### config.mk
export PLATFORM = sky130hd
export DESIGN_NAME = operand_capture
export DESIGN_NICKNAME = d
export VERILOG_FILES = /design/src/lsq_pkg.sv /design/src/operand_capture.sv
export VERILOG_INCLUDE_DIRS = /design/src
export SDC_FILE = /design/constraint.sdc
export NUM_CORES = 1
export LEC_CHECK = 0
export BUFFER_PORTS_ARGS = -buffer_cell sky130_fd_sc_hd__buf_2
export CAP_MARGIN = 10
export CORE_AREA = 2 2 180 182
export DETAILED_ROUTE_END_ITERATION = 10
export DIE_AREA = 0 0 182 184
export PLACE_DENSITY = 0.41
export SYNTH_ARGS = -nofsm -noshare
export SYNTH_HDL_FRONTEND = slang
export SYNTH_SLANG_ARGS = --single-unit
### constraint.sdc
create_clock -name vclk -period 11.7
set_clock_uncertainty 0.05 [all_clocks]
set_input_delay 2.925 -clock vclk [all_inputs]
set_output_delay 2.925 -clock vclk [all_outputs]
set_load 0.02 [all_outputs]
### src/lsq_config.svh
// load/store queue sizing

`ifndef LSQ_CONFIG_SVH
`define LSQ_CONFIG_SVH

`define LQ_SIZE    8    // load entries
`define SQ_SIZE    8    // store entries, power of two
`define ROB_SIZE   32
`define PRF_SIZE   64
`define MEM_TAG_W  5    // outstanding memory load tag
`define XLEN       64   // data and address width

`endif

### src/lsq_pkg.sv
// load/store queue types

`include "lsq_config.svh"

package lsq_pkg;

	typedef logic [`XLEN-1:0]               word_t;
	typedef logic [$clog2(`PRF_SIZE)-1:0]   prf_tag_t;
	typedef logic [$clog2(`ROB_SIZE)-1:0]   rob_idx_t;
	typedef logic [$clog2(`SQ_SIZE):0]      sq_idx_t;   // top bit is the wrap bit
	typedef logic [`MEM_TAG_W-1:0]          mem_tag_t;

	// value is data when valid, otherwise a prf tag in the low bits
	typedef struct packed {
		logic  valid;
		word_t value;
	} operand_t;

	typedef struct packed {
		logic     valid;
		word_t    addr;
		logic     addr_valid;
		word_t    base;
		operand_t offset;
		operand_t data;
		rob_idx_t rob_idx;
		logic     committed;
	} sq_entry_t;

	typedef struct packed {
		logic     valid;
		word_t    addr;
		logic     addr_valid;
		word_t    base;
		operand_t offset;
		prf_tag_t dest_tag;
		rob_idx_t rob_idx;
		sq_idx_t  sq_tail;      // store queue tail at dispatch
		logic     waiting_mem;
		mem_tag_t mem_tag;
		logic     done;
	} lq_entry_t;

endpackage

### src/operand_capture.sv
// dispatch operand bypass from the cdb

`timescale 1ns/1ns

module operand_capture (
	input  lsq_pkg::word_t     disp_base,
	input  lsq_pkg::operand_t  disp_offset,
	input  lsq_pkg::operand_t  disp_data,
	input  logic               cdb_valid,
	input  lsq_pkg::prf_tag_t  cdb_tag,
	input  lsq_pkg::word_t     cdb_data,
	output lsq_pkg::operand_t  offset_out,
	output lsq_pkg::operand_t  data_out,
	output lsq_pkg::word_t     addr
);
	import lsq_pkg::*;

	localparam int TAG_W = $bits(prf_tag_t);

	// swap a pending tag for the broadcast value
	function automatic operand_t capture(
		input operand_t op,
		input logic     bus_valid,
		input prf_tag_t bus_tag,
		input word_t    bus_data
	);
		operand_t res;
		res = op;
		if (!op.valid && bus_valid && op.value[TAG_W-1:0] == bus_tag) begin
			res.valid = 1'b1;
			res.value = bus_data;
		end
		return res;
	endfunction

	assign offset_out = capture(disp_offset, cdb_valid, cdb_tag, cdb_data);
	assign data_out   = capture(disp_data, cdb_valid, cdb_tag, cdb_data);

	// only meaningful once offset_out.valid
	assign addr = disp_base + offset_out.value;

endmodule

==> results.toml <==
[run_status]
status = "finished, final reports clean"

[setup_path]
cp_max_fo = 43
crit_type = "input port to output port"
start_kind = "input port"
cp_cell_sequence = "buf_2, xnor2_1, nand3_1, nor4_2, buf_4, mux2_2, ha_1, inv_1, fa_1, nor2b_1, o2111ai_2, a31oi_4, o41ai_1, o21ai_2, a31oi_1, o211a_1, o21ai_1, xor2_1, buf_2"
crit_path_end_kind = "output port"
required_ns = 8.73
slowest_stage = "o41ai_1"
critPathMaxStageDelay_ns = 0.57
crit_path_frequent_cell = "buf_2"
cp_data_arrival_time_ns = 7.63
startpoint = "cdb_tag[5]"
crit_end = "addr[52]"

[place]
dp_hpwl_um = 25800
portBuffers = 459
placed_area_um2 = 8170
dp_slack_ns = 1.03
routabilityCongestion = 0.886

[synthesis]
avgSynthCellArea_um2 = 7.52
yosysWarnings = 0
synthTopCellsByArea = "mux2_2 (26%), ha_1 (14%), a21oi_1 (7.8%), xnor2_1 (6.3%), xor2_1 (4.8%)"
synth_top_area_share_pct = 26.2
syn_inst = 727
synth_nets = 1056
syn-cell-area_um2 = 5460
synth-seq-area-share_pct = 0
yosysTopAreaCell = "mux2_2"
ys_types = 63
netlist_top_cells_count = "mux2_2 (127), a21oi_1 (85), ha_1 (63)"
synth_most_common_cell = "mux2_2"

[final_layout]
clkbuf_count = 0
nFlopsAndLatches = 0
final_cell_area_um2 = 8170
regArea_um2 = 0
fill_cells = 3539
finalNetCount = 1487
final_layout_size_suffix_gt1_share_pct = 52.6
syn2layout_area_growth_pct = 49.6

[power_and_ir_drop]
ir_worst_vdd_v = 0.0000212
p_per_area_nw_per_um2 = 63.3
finalPower_uw = 517
p_leak_nw = 4.09

[routing]
routed_wl_um = 28800
drt_iter0_drc = 343
met2WireLength_um = 13700
drc = 0
highest_layer = "met5"
met1_length_um = 12900
drt-pass1-iter-count = 4
wl_met3_um = 1690
wl_per_cell_um = 18.5
viasPerCell = 4.65
via_count = 7254
ant_nets = 0

[global_route]
grt_start_max_net_pins = 66
grt_pass1_wl_um = 42500
grt_util_all_layers_pct = 16.1
overflow = 0
first_global_vias = 7188
antenna_found_initial = 3

[sta]
slew_headroom_pct = 38.7
fin_setup_tns_ns = 0
worstMarginPinSlew_ns = 0.920
fmax_mhz = 94.3
fin_ws_ns = 1.10
period_share_pct = 90.6
setup_viol = 0
fin_crit_ns = 10.60
slew_violations = 0
hold_viol = 0
rsz0062_at_grt = "no"

[clock_network]
holdBufCountCts = 0
cts.repair.resized = 0
cts_post_setup_buffers_inserted = 0

[floorplan]
dieArea_um2 = 33500
die_w_um = 182
die_h_um = 184
start_util_pct = 17.4
ioPinCount = 459
core_um2 = 31400
fp-row-count = 65

[worst_hold_path]
hold_class = "input port to output port"

[run]
drv_cap = 0
[power by group]
group	internal, mW	leakage, nW	switching [mW]
registers	0	0	0
clock network	0.0000000229	0.0000127	0
logic	0.196	4.09	0.321
[critical path: cells and delay by family]
| kind | cells | cell delay (ns) |
|---|---|---|
| buffers and inverters | 4 | 0.93 |
| XOR/XNOR | 2 | 0.32 |
| AND/OR/NAND/NOR | 3 | 0.44 |
| adder cells (fa/ha/maj) | 2 | 0.42 |
| multiplexers | 1 | 0.42 |
| AO/OA/AOI/OAI | 7 | 2.16 |
[cell type report]
| cell class | count | area [µm²] | area share (%) |
|---|---|---|---|
| multi-input cells | 670 | 5260 | 64.3 |
| well taps | 402 | 503 | 6.15 |
| repair buffers | 462 | 2320 | 28.4 |
| diodes | 2 | 5.00 | 0.0612 |
| inverters | 24 | 90.1 | 1.10 |
[layer usage]
metal | up-vias | track usage [%]
li1 | 3585 | -
met1 | 3354 | 21.0
met2 | 287 | 29.1
met3 | 24 | 1.90
met4 | 4 | 2.13
met5 | - | 0
[through the flow]
stage	hold slack (ns)	std cells	utilization [%]
3_3_place_gp	6.14	1558	26.0
3_5_place_dp	6.14	1558	26.0
2_1_floorplan	5.94	727	-
6_report	6.14	1560	26.0
5_1_grt	6.15	1558	26.0
4_1_cts	6.15	1558	26.0
[placed cells by master, fill, tap and decap left out, types with 3 or more instances in the layout]
cell,Yosys,routed
nor2_1,34,34
o21bai_1,14,14
ha_1,63,63
nor3_1,12,12
o21ai_0,34,34
and4_1,6,6
nand3_1,13,13
o31ai_1,3,3
buf_2,1,459
nor2b_1,5,5
a211oi_1,10,10
o21ai_1,6,6
nand2_1,58,58
nor3b_1,3,3
o21a_1,3,3
a31oi_1,6,6
mux2_2,127,127
buf_4,0,3
inv_1,24,24
nand2b_1,9,9
a21oi_1,85,85
and2_1,4,4
xor2_1,30,30
mux2i_1,3,3
xnor2_1,39,39
a21o_1,25,25
nand4_1,16,16
o211ai_1,7,7
and3_1,11,11
[logic make-up (layout without fill, tap and decap cells)]
| logic type | after synthesis | after routing | synth area share, % |
|---|---|---|---|
| muxes | 130 | 130 | 26.7 |
| and+or+nand+nor | 185 | 185 | 17.0 |
| AOI/OAI and AO/OA | 222 | 222 | 26.5 |
| other | 0 | 2 | 0 |
| xor gates and xnor gates | 69 | 69 | 11.1 |
| adders and majority gates | 64 | 64 | 14.8 |
| buffers and inverters | 57 | 486 | 3.94 |
[worst min-delay path by stage]
| stage | endpoint | cells after the start | start | slack, ns |
|---|---|---|---|---|
| after floorplan | offset_out[64] | 1 | disp_offset[64] | 5.94 |
| after global placement | data_out[37] | 3 | disp_data[37] | 6.14 |
| after detailed placement | data_out[14] | 3 | disp_data[14] | 6.14 |
| after CTS | data_out[40] | 3 | disp_data[40] | 6.15 |
| after global routing | data_out[14] | 3 | disp_data[14] | 6.15 |
| final | data_out[40] | 3 | disp_data[40] | 6.14 |
No activity file was read; power rests on OpenSTA's default activity.
